### config.mk
export PLATFORM = sky130hd
export DESIGN_NAME = mcu_io_top
export DESIGN_NICKNAME = d
export VERILOG_FILES = /design/src/mcu_io_pkg.sv /design/src/reg_decoder.sv /design/src/av_master_bridge.sv /design/src/bus_expander.sv /design/src/event_timer.sv /design/src/mcu_io_top.sv
export SDC_FILE = /design/constraint.sdc
export NUM_CORES = 1
export LEC_CHECK = 0
export ABC_AREA = 1
export BUFFER_PORTS_ARGS = -buffer_cell sky130_fd_sc_hd__buf_2
export CAP_MARGIN = 10
export CORE_MARGIN = 2
export CORE_UTILIZATION = 55
export CTS_CLUSTER_SIZE = 24
export DETAILED_ROUTE_END_ITERATION = 12
export GPL_TIMING_DRIVEN = 0
export PLACE_DENSITY = 0.76
export SKIP_CTS_REPAIR_TIMING = 1
export SYNTH_ARGS = -nofsm -noshare
export SYNTH_HDL_FRONTEND = slang
export SYNTH_HIERARCHICAL = 1
export SYNTH_SLANG_ARGS = --single-unit
### constraint.sdc
create_clock -name sysclk -period 3.2 [get_ports sysclk]
set_clock_uncertainty 0.05 [all_clocks]
set_input_delay 0.48 -clock sysclk [delete_from_list [all_inputs] [get_ports sysclk]]
set_output_delay 0.48 -clock sysclk [all_outputs]
set_load 0.01 [all_outputs]
### src/mcu_io_pkg.sv
package mcu_io_pkg;

    // host register index, 16 slots
    typedef logic [3:0] reg_addr_t;

    // one strobe bit per host register slot
    localparam int unsigned NUM_REGS = 16;

    // host register map
    // avalon address, upper then lower half
    localparam reg_addr_t DR_AV_AD_HI       = 4'd0;
    localparam reg_addr_t DR_AV_AD_LO       = 4'd1;
    // load starts an avalon write, read strobe starts an avalon read
    localparam reg_addr_t DR_AV_WRITE_DATA  = 4'd2;
    // last captured avalon read data
    localparam reg_addr_t SR_AV_READ_DATA   = 4'd3;
    // expansion bus address and data ports
    localparam reg_addr_t DR_EXP_ADDR       = 4'd4;
    localparam reg_addr_t DR_EXP            = 4'd5;
    // timer, soft events, event controller
    localparam reg_addr_t DR_TIMER0         = 4'd6;
    localparam reg_addr_t DR_SOFT_EVENT     = 4'd7;
    localparam reg_addr_t DR_EVENT_PRIORITY = 4'd8;

    // expansion register index
    typedef logic [1:0] exp_addr_t;

    localparam exp_addr_t EDR_LEDS       = 2'd0;
    localparam exp_addr_t ESR_KEYS       = 2'd1;
    localparam exp_addr_t EDR_ANMUX_CTRL = 2'd2;

    // host side register bus, 22 bits
    typedef struct packed {
        reg_addr_t   addr;
        logic        load;
        logic        read;
        logic [15:0] load_data;
    } reg_bus_t;

    // decoded one-hot strobes toward the peripherals
    typedef struct packed {
        logic [NUM_REGS-1:0] load_sel;
        logic [NUM_REGS-1:0] read_sel;
        logic [15:0]         load_data;
    } reg_strobe_t;

    // avalon address as the mcu sees it, two 16-bit halves
    typedef struct packed {
        logic [15:0] hi;
        logic [15:0] lo;
    } av_addr_halves_t;

    // same address as the bus sees it
    typedef union packed {
        av_addr_halves_t half;
        logic [31:0]     word;
    } av_addr_u;

    // avalon master request side, 50 bits
    typedef struct packed {
        av_addr_u    address;
        logic        read;
        logic        write;
        logic [15:0] writedata;
    } av_req_t;

    // bridge words in map order: hi, lo, write data, read data
    typedef logic [3:0][15:0] av_words_t;

    // default widths
    localparam int NUM_EVENTS_DEFAULT    = 16;
    localparam int PRESCALE_BITS_DEFAULT = 16;

endpackage

### src/reg_decoder.sv
`timescale 1ns/1ns

module reg_decoder (
    input  logic                    sysclk,
    input  logic                    sysreset,
    input  mcu_io_pkg::reg_bus_t    host_bus,
    output mcu_io_pkg::reg_strobe_t strobes,
    input  mcu_io_pkg::av_words_t   av_words,
    input  logic [15:0]             exp_word,
    input  logic [15:0]             timer_word,
    input  logic [15:0]             soft_word,
    input  logic [15:0]             priority_word,
    output logic [15:0]             rd_data
);

    // one-hot slot for the current address
    logic [mcu_io_pkg::NUM_REGS-1:0] addr_onehot;

    always_comb begin
        addr_onehot = '0;
        addr_onehot[host_bus.addr] = 1'b1;
    end

    // strobes only fire when the host qualifies them
    always_comb begin
        strobes.load_sel  = host_bus.load ? addr_onehot : '0;
        strobes.read_sel  = host_bus.read ? addr_onehot : '0;
        strobes.load_data = host_bus.load_data;
    end

    // read mux, purely combinational from the address
    always_comb begin
        case (host_bus.addr)
            mcu_io_pkg::DR_AV_AD_HI: begin
                rd_data = av_words[0];
            end
            mcu_io_pkg::DR_AV_AD_LO: begin
                rd_data = av_words[1];
            end
            mcu_io_pkg::DR_AV_WRITE_DATA: begin
                rd_data = av_words[2];
            end
            mcu_io_pkg::SR_AV_READ_DATA: begin
                rd_data = av_words[3];
            end
            // expander picks address or data view itself
            mcu_io_pkg::DR_EXP_ADDR,
            mcu_io_pkg::DR_EXP: begin
                rd_data = exp_word;
            end
            mcu_io_pkg::DR_TIMER0: begin
                rd_data = timer_word;
            end
            mcu_io_pkg::DR_SOFT_EVENT: begin
                rd_data = soft_word;
            end
            mcu_io_pkg::DR_EVENT_PRIORITY: begin
                rd_data = priority_word;
            end
            // unmapped slots
            default: begin
                rd_data = '0;
            end
        endcase
    end

    // peripherals rely on at most one register being touched per cycle
    a_strobe_onehot: assert property (@(posedge sysclk) disable iff (sysreset)
        $onehot0({strobes.load_sel, strobes.read_sel}))
        else $error("reg_decoder: load and read strobes fired together");

endmodule

### src/av_master_bridge.sv
`timescale 1ns/1ns

module av_master_bridge (
    input  logic                    sysclk,
    input  logic                    sysreset,
    input  mcu_io_pkg::reg_strobe_t strobes,
    output mcu_io_pkg::av_words_t   av_words,
    output mcu_io_pkg::av_req_t     av_req,
    input  logic                    av_waitrequest,
    input  logic [15:0]             av_readdata,
    output logic                    mcu_wait
);

    // address loaded by halves, driven as one word
    mcu_io_pkg::av_addr_u av_addr;
    logic [15:0]          wr_data;
    logic [15:0]          rd_data;
    // readdata sampled on the ending cycle of a read
    logic [15:0]          rd_stage;
    logic                 av_write;
    logic                 av_read;
    // one cycle after the read ends, moves rd_stage into rd_data
    logic                 capture_q;
    logic                 write_end;
    logic                 read_end;

    // transfer ends when the strobe is up and the slave lets go
    assign write_end = av_write && !av_waitrequest;
    assign read_end  = av_read && !av_waitrequest;

    // host side registers
    always_ff @(posedge sysclk or posedge sysreset) begin
        if (sysreset) begin
            av_addr <= '0;
            wr_data <= '0;
        end else begin
            if (strobes.load_sel[mcu_io_pkg::DR_AV_AD_HI]) begin
                av_addr.half.hi <= strobes.load_data;
            end
            if (strobes.load_sel[mcu_io_pkg::DR_AV_AD_LO]) begin
                av_addr.half.lo <= strobes.load_data;
            end
            if (strobes.load_sel[mcu_io_pkg::DR_AV_WRITE_DATA]) begin
                wr_data <= strobes.load_data;
            end
        end
    end

    // one transfer at a time
    // order: end of write, start of write, end of read, start of read
    always_ff @(posedge sysclk or posedge sysreset) begin
        if (sysreset) begin
            av_write <= 1'b0;
            av_read  <= 1'b0;
        end else if (write_end) begin
            av_write <= 1'b0;
        end else if (strobes.load_sel[mcu_io_pkg::DR_AV_WRITE_DATA]) begin
            av_write <= 1'b1;
        end else if (read_end) begin
            // data lands in SR_AV_READ_DATA two edges from now
            av_read <= 1'b0;
        end else if (strobes.read_sel[mcu_io_pkg::DR_AV_WRITE_DATA]) begin
            av_read <= 1'b1;
        end
    end

    // read data path, stage then capture
    always_ff @(posedge sysclk or posedge sysreset) begin
        if (sysreset) begin
            capture_q <= 1'b0;
            rd_stage  <= '0;
            rd_data   <= '0;
        end else begin
            capture_q <= read_end;
            if (read_end) begin
                rd_stage <= av_readdata;
            end
            if (capture_q) begin
                rd_data <= rd_stage;
            end
        end
    end

    // mcu stalls through the whole transfer and the capture cycle
    assign mcu_wait = av_write || av_read || capture_q;

    always_comb begin
        av_req.address.word = av_addr.word;
        av_req.read         = av_read;
        av_req.write        = av_write;
        av_req.writedata    = wr_data;
    end

    // words back to the decoder, map order
    assign av_words[0] = av_addr.half.hi;
    assign av_words[1] = av_addr.half.lo;
    assign av_words[2] = wr_data;
    assign av_words[3] = rd_data;

    // host must honour the stall
    a_no_strobe_busy: assert property (@(posedge sysclk) disable iff (sysreset)
        mcu_wait |-> (strobes.load_sel == '0) && (strobes.read_sel == '0))
        else $error("av_master_bridge: host strobe while mcu_wait high");

    a_rd_wr_excl: assert property (@(posedge sysclk) disable iff (sysreset)
        !(av_req.read && av_req.write))
        else $error("av_master_bridge: avalon read and write both high");

endmodule

### src/bus_expander.sv
`timescale 1ns/1ns

module bus_expander (
    input  logic                    sysclk,
    input  logic                    sysreset,
    input  mcu_io_pkg::reg_strobe_t strobes,
    input  logic [1:0]              keys,
    output logic [15:0]             exp_word,
    output logic [7:0]              leds,
    output logic [3:0]              anmux_ctrl
);

    // expansion register pointer
    mcu_io_pkg::exp_addr_t exp_addr;
    logic [7:0]            led_q;
    // dg408 en, a2, a1, a0
    logic [3:0]            anmux_q;
    // addressed expansion register, zero-extended
    logic [15:0]           exp_rd;

    always_ff @(posedge sysclk or posedge sysreset) begin
        if (sysreset) begin
            exp_addr <= '0;
        end else if (strobes.load_sel[mcu_io_pkg::DR_EXP_ADDR]) begin
            exp_addr <= strobes.load_data[1:0];
        end
    end

    // DR_EXP loads go to whichever register the pointer names
    always_ff @(posedge sysclk or posedge sysreset) begin
        if (sysreset) begin
            led_q   <= '0;
            anmux_q <= '0;
        end else if (strobes.load_sel[mcu_io_pkg::DR_EXP]) begin
            case (exp_addr)
                mcu_io_pkg::EDR_LEDS: begin
                    led_q <= strobes.load_data[7:0];
                end
                mcu_io_pkg::EDR_ANMUX_CTRL: begin
                    anmux_q <= strobes.load_data[3:0];
                end
                // keys are status only, slot 3 is empty
                default: begin
                end
            endcase
        end
    end

    // expansion read mux
    always_comb begin
        case (exp_addr)
            mcu_io_pkg::EDR_LEDS: begin
                exp_rd = {8'h00, led_q};
            end
            mcu_io_pkg::ESR_KEYS: begin
                // raw pins, pressed reads 0
                exp_rd = {14'h0000, keys};
            end
            mcu_io_pkg::EDR_ANMUX_CTRL: begin
                exp_rd = {12'h000, anmux_q};
            end
            default: begin
                exp_rd = '0;
            end
        endcase
    end

    // a read strobe on DR_EXP_ADDR returns the pointer itself
    assign exp_word = strobes.read_sel[mcu_io_pkg::DR_EXP_ADDR]
                    ? {14'h0000, exp_addr}
                    : exp_rd;

    assign leds       = led_q;
    assign anmux_ctrl = anmux_q;

endmodule

### src/event_timer.sv
`timescale 1ns/1ns

module event_timer #(
    parameter int PRESCALE_BITS = 16,
    // at most 16, one per event bit
    parameter int NUM_EVENTS    = 16
) (
    input  logic                    sysclk,
    input  logic                    sysreset,
    input  mcu_io_pkg::reg_strobe_t strobes,
    output logic [15:0]             timer_word,
    output logic [15:0]             priority_word
    ,
    output logic [15:0]             soft_word
);

    localparam int COUNT_BITS = 16 + PRESCALE_BITS;

    // prescale bits sit below the visible 16
    logic [COUNT_BITS-1:0] timer0;
    logic                  timer0_done;
    logic                  timer0_load;
    logic [15:0]           soft_event;
    logic [15:0]           event_mask;
    logic [15:0]           event_vec;
    logic [NUM_EVENTS-1:0] pending;

    assign timer0_load = strobes.load_sel[mcu_io_pkg::DR_TIMER0];
    assign timer0_done = (timer0 == '0);

    // countdown, parks at zero
    always_ff @(posedge sysclk or posedge sysreset) begin
        if (sysreset) begin
            timer0 <= '0;
        end else if (timer0_load) begin
            timer0 <= {strobes.load_data, {PRESCALE_BITS{1'b0}}};
        end else if (!timer0_done) begin
            timer0 <= timer0 - 1'b1;
        end
    end

    assign timer_word = timer0[COUNT_BITS-1 -: 16];

    // soft events and the enable mask
    always_ff @(posedge sysclk or posedge sysreset) begin
        if (sysreset) begin
            soft_event <= '0;
            event_mask <= '0;
        end else begin
            if (strobes.load_sel[mcu_io_pkg::DR_SOFT_EVENT]) begin
                soft_event <= strobes.load_data;
            end
            if (strobes.load_sel[mcu_io_pkg::DR_EVENT_PRIORITY]) begin
                event_mask <= strobes.load_data;
            end
        end
    end

    assign soft_word = soft_event;

    // bit 0 is the timer, soft bit 0 is shadowed by it
    assign event_vec = {soft_event[15:1], timer0_done};
    assign pending   = event_vec[NUM_EVENTS-1:0] & event_mask[NUM_EVENTS-1:0];

    // lowest index wins, NUM_EVENTS when idle
    always_comb begin
        priority_word = 16'(NUM_EVENTS);
        for (int i = NUM_EVENTS - 1; i >= 0; i--) begin
            if (pending[i]) begin
                priority_word = 16'(i);
            end
        end
    end

    // only a host load may move the count upward
    a_timer_monotonic: assert property (@(posedge sysclk) disable iff (sysreset)
        !timer0_load |=> (timer0 <= $past(timer0)))
        else $error("event_timer: timer0 increased without a load");

endmodule

### src/mcu_io_top.sv
`timescale 1ns/1ns

module mcu_io_top #(
    parameter int PRESCALE_BITS = mcu_io_pkg::PRESCALE_BITS_DEFAULT,
    parameter int NUM_EVENTS    = mcu_io_pkg::NUM_EVENTS_DEFAULT
) (
    input  logic                 sysclk,
    input  logic                 sysreset,
    input  mcu_io_pkg::reg_bus_t host_bus,
    output logic [15:0]          rd_data,
    output logic                 mcu_wait,
    output mcu_io_pkg::av_req_t  av_req,
    input  logic                 av_waitrequest,
    input  logic [15:0]          av_readdata,
    input  logic [1:0]           keys,
    output logic [7:0]           leds,
    output logic [3:0]           anmux_ctrl
);

    mcu_io_pkg::reg_strobe_t strobes;
    mcu_io_pkg::av_words_t   av_words;
    logic [15:0]             exp_word;
    logic [15:0]             timer_word;
    logic [15:0]             soft_word;
    logic [15:0]             priority_word;

    // host bus decode and read mux
    reg_decoder i_reg_decoder (
        .sysclk        (sysclk),
        .sysreset      (sysreset),
        .host_bus      (host_bus),
        .strobes       (strobes),
        .av_words      (av_words),
        .exp_word      (exp_word),
        .timer_word    (timer_word),
        .soft_word     (soft_word),
        .priority_word (priority_word),
        .rd_data       (rd_data)
    );

    // avalon master, stalls the mcu
    av_master_bridge i_av_master_bridge (
        .sysclk         (sysclk),
        .sysreset       (sysreset),
        .strobes        (strobes),
        .av_words       (av_words),
        .av_req         (av_req),
        .av_waitrequest (av_waitrequest),
        .av_readdata    (av_readdata),
        .mcu_wait       (mcu_wait)
    );

    // leds, keys, analog mux
    bus_expander i_bus_expander (
        .sysclk     (sysclk),
        .sysreset   (sysreset),
        .strobes    (strobes),
        .keys       (keys),
        .exp_word   (exp_word),
        .leds       (leds),
        .anmux_ctrl (anmux_ctrl)
    );

    event_timer #(
        .PRESCALE_BITS (PRESCALE_BITS),
        .NUM_EVENTS    (NUM_EVENTS)
    ) i_event_timer (
        .sysclk        (sysclk),
        .sysreset      (sysreset),
        .strobes       (strobes),
        .timer_word    (timer_word),
        .priority_word (priority_word),
        .soft_word     (soft_word)
    );

endmodule

==> impl_metrics.csv <==
group,metric,value,unit
run_status,status,"finished with violations",
run_status,violations,"hold timing",
routing,ant_nets,0,
worst_setup_path,cp_max_fo,4,
routing,vias,8717,
global_route,grt_use_met3,0.0556,
routing,wl_per_cell,16.4,µm
timing,min_period,3.16,ns
finish,n_antenna_cell,0,
worst_setup_path,crit_buf_inv,3,
worst_setup_path,cp-end-kind,"output pin",
cts,cts_tree,"done",
power_and_ir_drop,intPower,5.04,mW
worst_setup_path,critPathSlowestCell,"dfrtp_1",
finish,multi_input_area,3850,µm²
timing,slew_viol_final,0,
finish,final_cells,1622,
worst_setup_path,rrSetupSlack,1.01,ns
global_route,grt_first_pass_wirelength,42.1,mm
run,maxCapViolations,0,
timing,setup_viol,0,
finish,nFillCells,1450,
worst_setup_path,path_cells,"nor2_2 -> nand3b_1 -> or2_4 -> nor3_4 -> inv_2 -> nor2_8 -> nand2_2 -> inv_1 -> a221oi_1 -> nand3_1 -> nand2_1 -> nor2_2 -> nand2_1 -> buf_2",
global_route,busiest_layer,"met2",
yosys,synth.avg_cell_area,7.50,µm²
yosys,syn_area,9270,µm²
global_route,met2_usage,0.469,
finish,area.sequential,4030,µm²
routing,first_pass_iters,5,
power_and_ir_drop,power.density,709,nW/µm²
placement,placed_cells,1580,
routing,drc,0,
power_and_ir_drop,p_clk_frac,0.283,
die,fp.dieH,134,µm
cts,cts.path.max_buffers,2,
finish,area_growth,18.0,%
global_route,grt_use_met1,0.440,
worst_setup_path,r2r_cells,11,
worst_setup_path,crit_path_max_incr_delay,0.43,ns
worst_setup_path,crit_family,"simple AND/OR/NAND/NOR gates",
min_path,worstHoldPathType,"in -> async",
global_route,antenna_found_initial,1,
finish,drive_above_1_share,0.249,
global_route,grt_max_degree,64,
placement,port_buffers,105,
power_and_ir_drop,net-switching-power,2.72,mW
die,num_rows,47,
global_route,gr-total-overflow,0,
power_and_ir_drop,pwr-share-seq,0.407,
power_and_ir_drop,combPwrFrac,0.309,
cts,cts_made_buffers,17,
worst_setup_path,path_class,"reg -> out",
yosys,yosysWarningCount,6,
cts,clk_pin_slew,0.06,ns
global_route,grtUsageTotal,0.304,
global_route,grt_pass1_vias,8081,
timing,rsz0062_at_grt,"yes",
power_and_ir_drop,power.static_leakage,5.98,nW
timing,min_period_over_period,0.986,
worst_setup_path,crit_path_start_kind,"flop",
cts,clock-root-buffer,"clkbuf_16",
routing,drt_wl_total,26.6,mm
timing,max_freq,317,MHz
timing,timing.hold.ws,-0.0132,ns
cts,clkLatencyLatePin,0.43,ns
die,io_pins,122,
worst_setup_path,rr_startpoint,"i_event_timer/timer0[17]",
placement,dp_hpwl,20.0,mm
die,core,16500,µm²
die,dieWidth,134,µm
timing,hold_violations,20,
timing,slew_headroom,0.633,
die,dieArea,17900,µm²
timing,worst_slew_pin_slew,0.551,ns
worst_setup_path,arrival,2.63,ns
die,start_util,0.561,
routing,viasPerCell,5.37,
yosys,syn_inst,1236,
finish,finalNetCount,1434,
power_and_ir_drop,p_sw_frac,0.350,
cts,clock_sinks,161,
worst_setup_path,r2r_end,"i_event_timer/timer0[19]",
power_and_ir_drop,max-vdd-ir-drop,384,µV
placement,routabilityCongestion,0.935,
routing,drt_iter0_markers,870,
cts,htree_levels,4,
worst_setup_path,crit_required,2.67,ns
==> through the flow <==
stage / worst slack [ns] / TNS [ns] / utilization / instance area (µm²) / power (mW)
2_1_floorplan: 0.533 / 0 / - / 9330 / 4.70
3_3_place_gp: -0.556 / -45.39 / 0.613 / 10100 / 5.36
3_5_place_dp: 0.165 / 0 / 0.616 / 10200 / 5.45
4_1_cts: -0.299 / -1.14 / 0.654 / 10800 / 7.67
5_1_grt: -0.0789 / -0.283 / 0.662 / 10900 / 8.20
6_report: 0.0434 / 0 / 0.662 / 10900 / 7.75
==> per-layer routing <==
layer  up-vias  routed length, µm
met1      4150              11900
met5         -                 13
li1       4105                  -
met4         2                504
met2       416              11900
met3        44               2250
==> state kept, by name, summed over array words and instances, names as in the netlist <==
| name | flops |
|---|---|
| i_av_master_bridge/rd_data | 16 |
| i_bus_expander/leds | 8 |
| i_bus_expander/exp_addr | 2 |
| i_av_master_bridge/rd_stage | 16 |
| i_av_master_bridge/capture_q | 1 |
| i_event_timer/timer0 | 32 |
| i_av_master_bridge/av_write | 1 |
| i_bus_expander/anmux_ctrl | 4 |
| i_event_timer/event_mask | 16 |
| i_av_master_bridge/wr_data | 16 |
| i_event_timer/soft_word | 16 |
| i_av_master_bridge/av_read | 1 |
| i_av_master_bridge/av_addr | 32 |
==> how the worst max path moves through the flow <==
stage | endpoint | from | slack [ns] | cells past startpoint
6_report | rd_data[1] | i_event_timer/timer0[17] | 0.04 | 14
5_1_grt | rd_data[1] | i_event_timer/timer0[17] | -0.08 | 14
4_1_cts | rd_data[3] | i_event_timer/timer0[0] | -0.30 | 16
3_5_place_dp | rd_data[6] | host_bus[19] | 0.16 | 13
3_3_place_gp | i_av_master_bridge/av_addr[27] | sysreset | -0.56 | 2
2_1_floorplan | i_av_master_bridge/av_addr[0] | sysreset | 0.53 | 1
==> cell usage in the layout, fill, tap and decap left out, drive strengths merged, types with 3 or more instances in the layout <==
cell type and n:
nor2 132, o21ai 62, a21oi 46, clkinv 5, o22ai 12, buf 262, conb 19, nor3 9
nand3 144, dfrtp 161, xnor2 5, nand4 7, or2 3, clkbuf 29, inv 107, xor2 13
bufinv 4, nand2 367
==> power by group through the flow <==
stage	clock network (mW)	registers, mW	logic [mW]
floorplan	0	3.12	1.58
global placement	0	3.16	2.20
detailed placement	0	3.17	2.28
CTS	2.22	3.14	2.30
global route	2.31	3.22	2.67
finish	2.20	3.16	2.40
==> final cells by class <==
| class | instances | share of cell area |
|---|---|---|
| sequential | 161 | 0.368 |
| timing repair buffer | 118 | 0.0600 |
| clock inverter | 12 | 0.0165 |
| multi-input combinational | 832 | 0.352 |
| inverter | 106 | 0.0380 |
| clock buffer | 19 | 0.0414 |
| tap | 220 | 0.0252 |
| buffer | 154 | 0.0988 |
(Power assumes the default switching activity.)
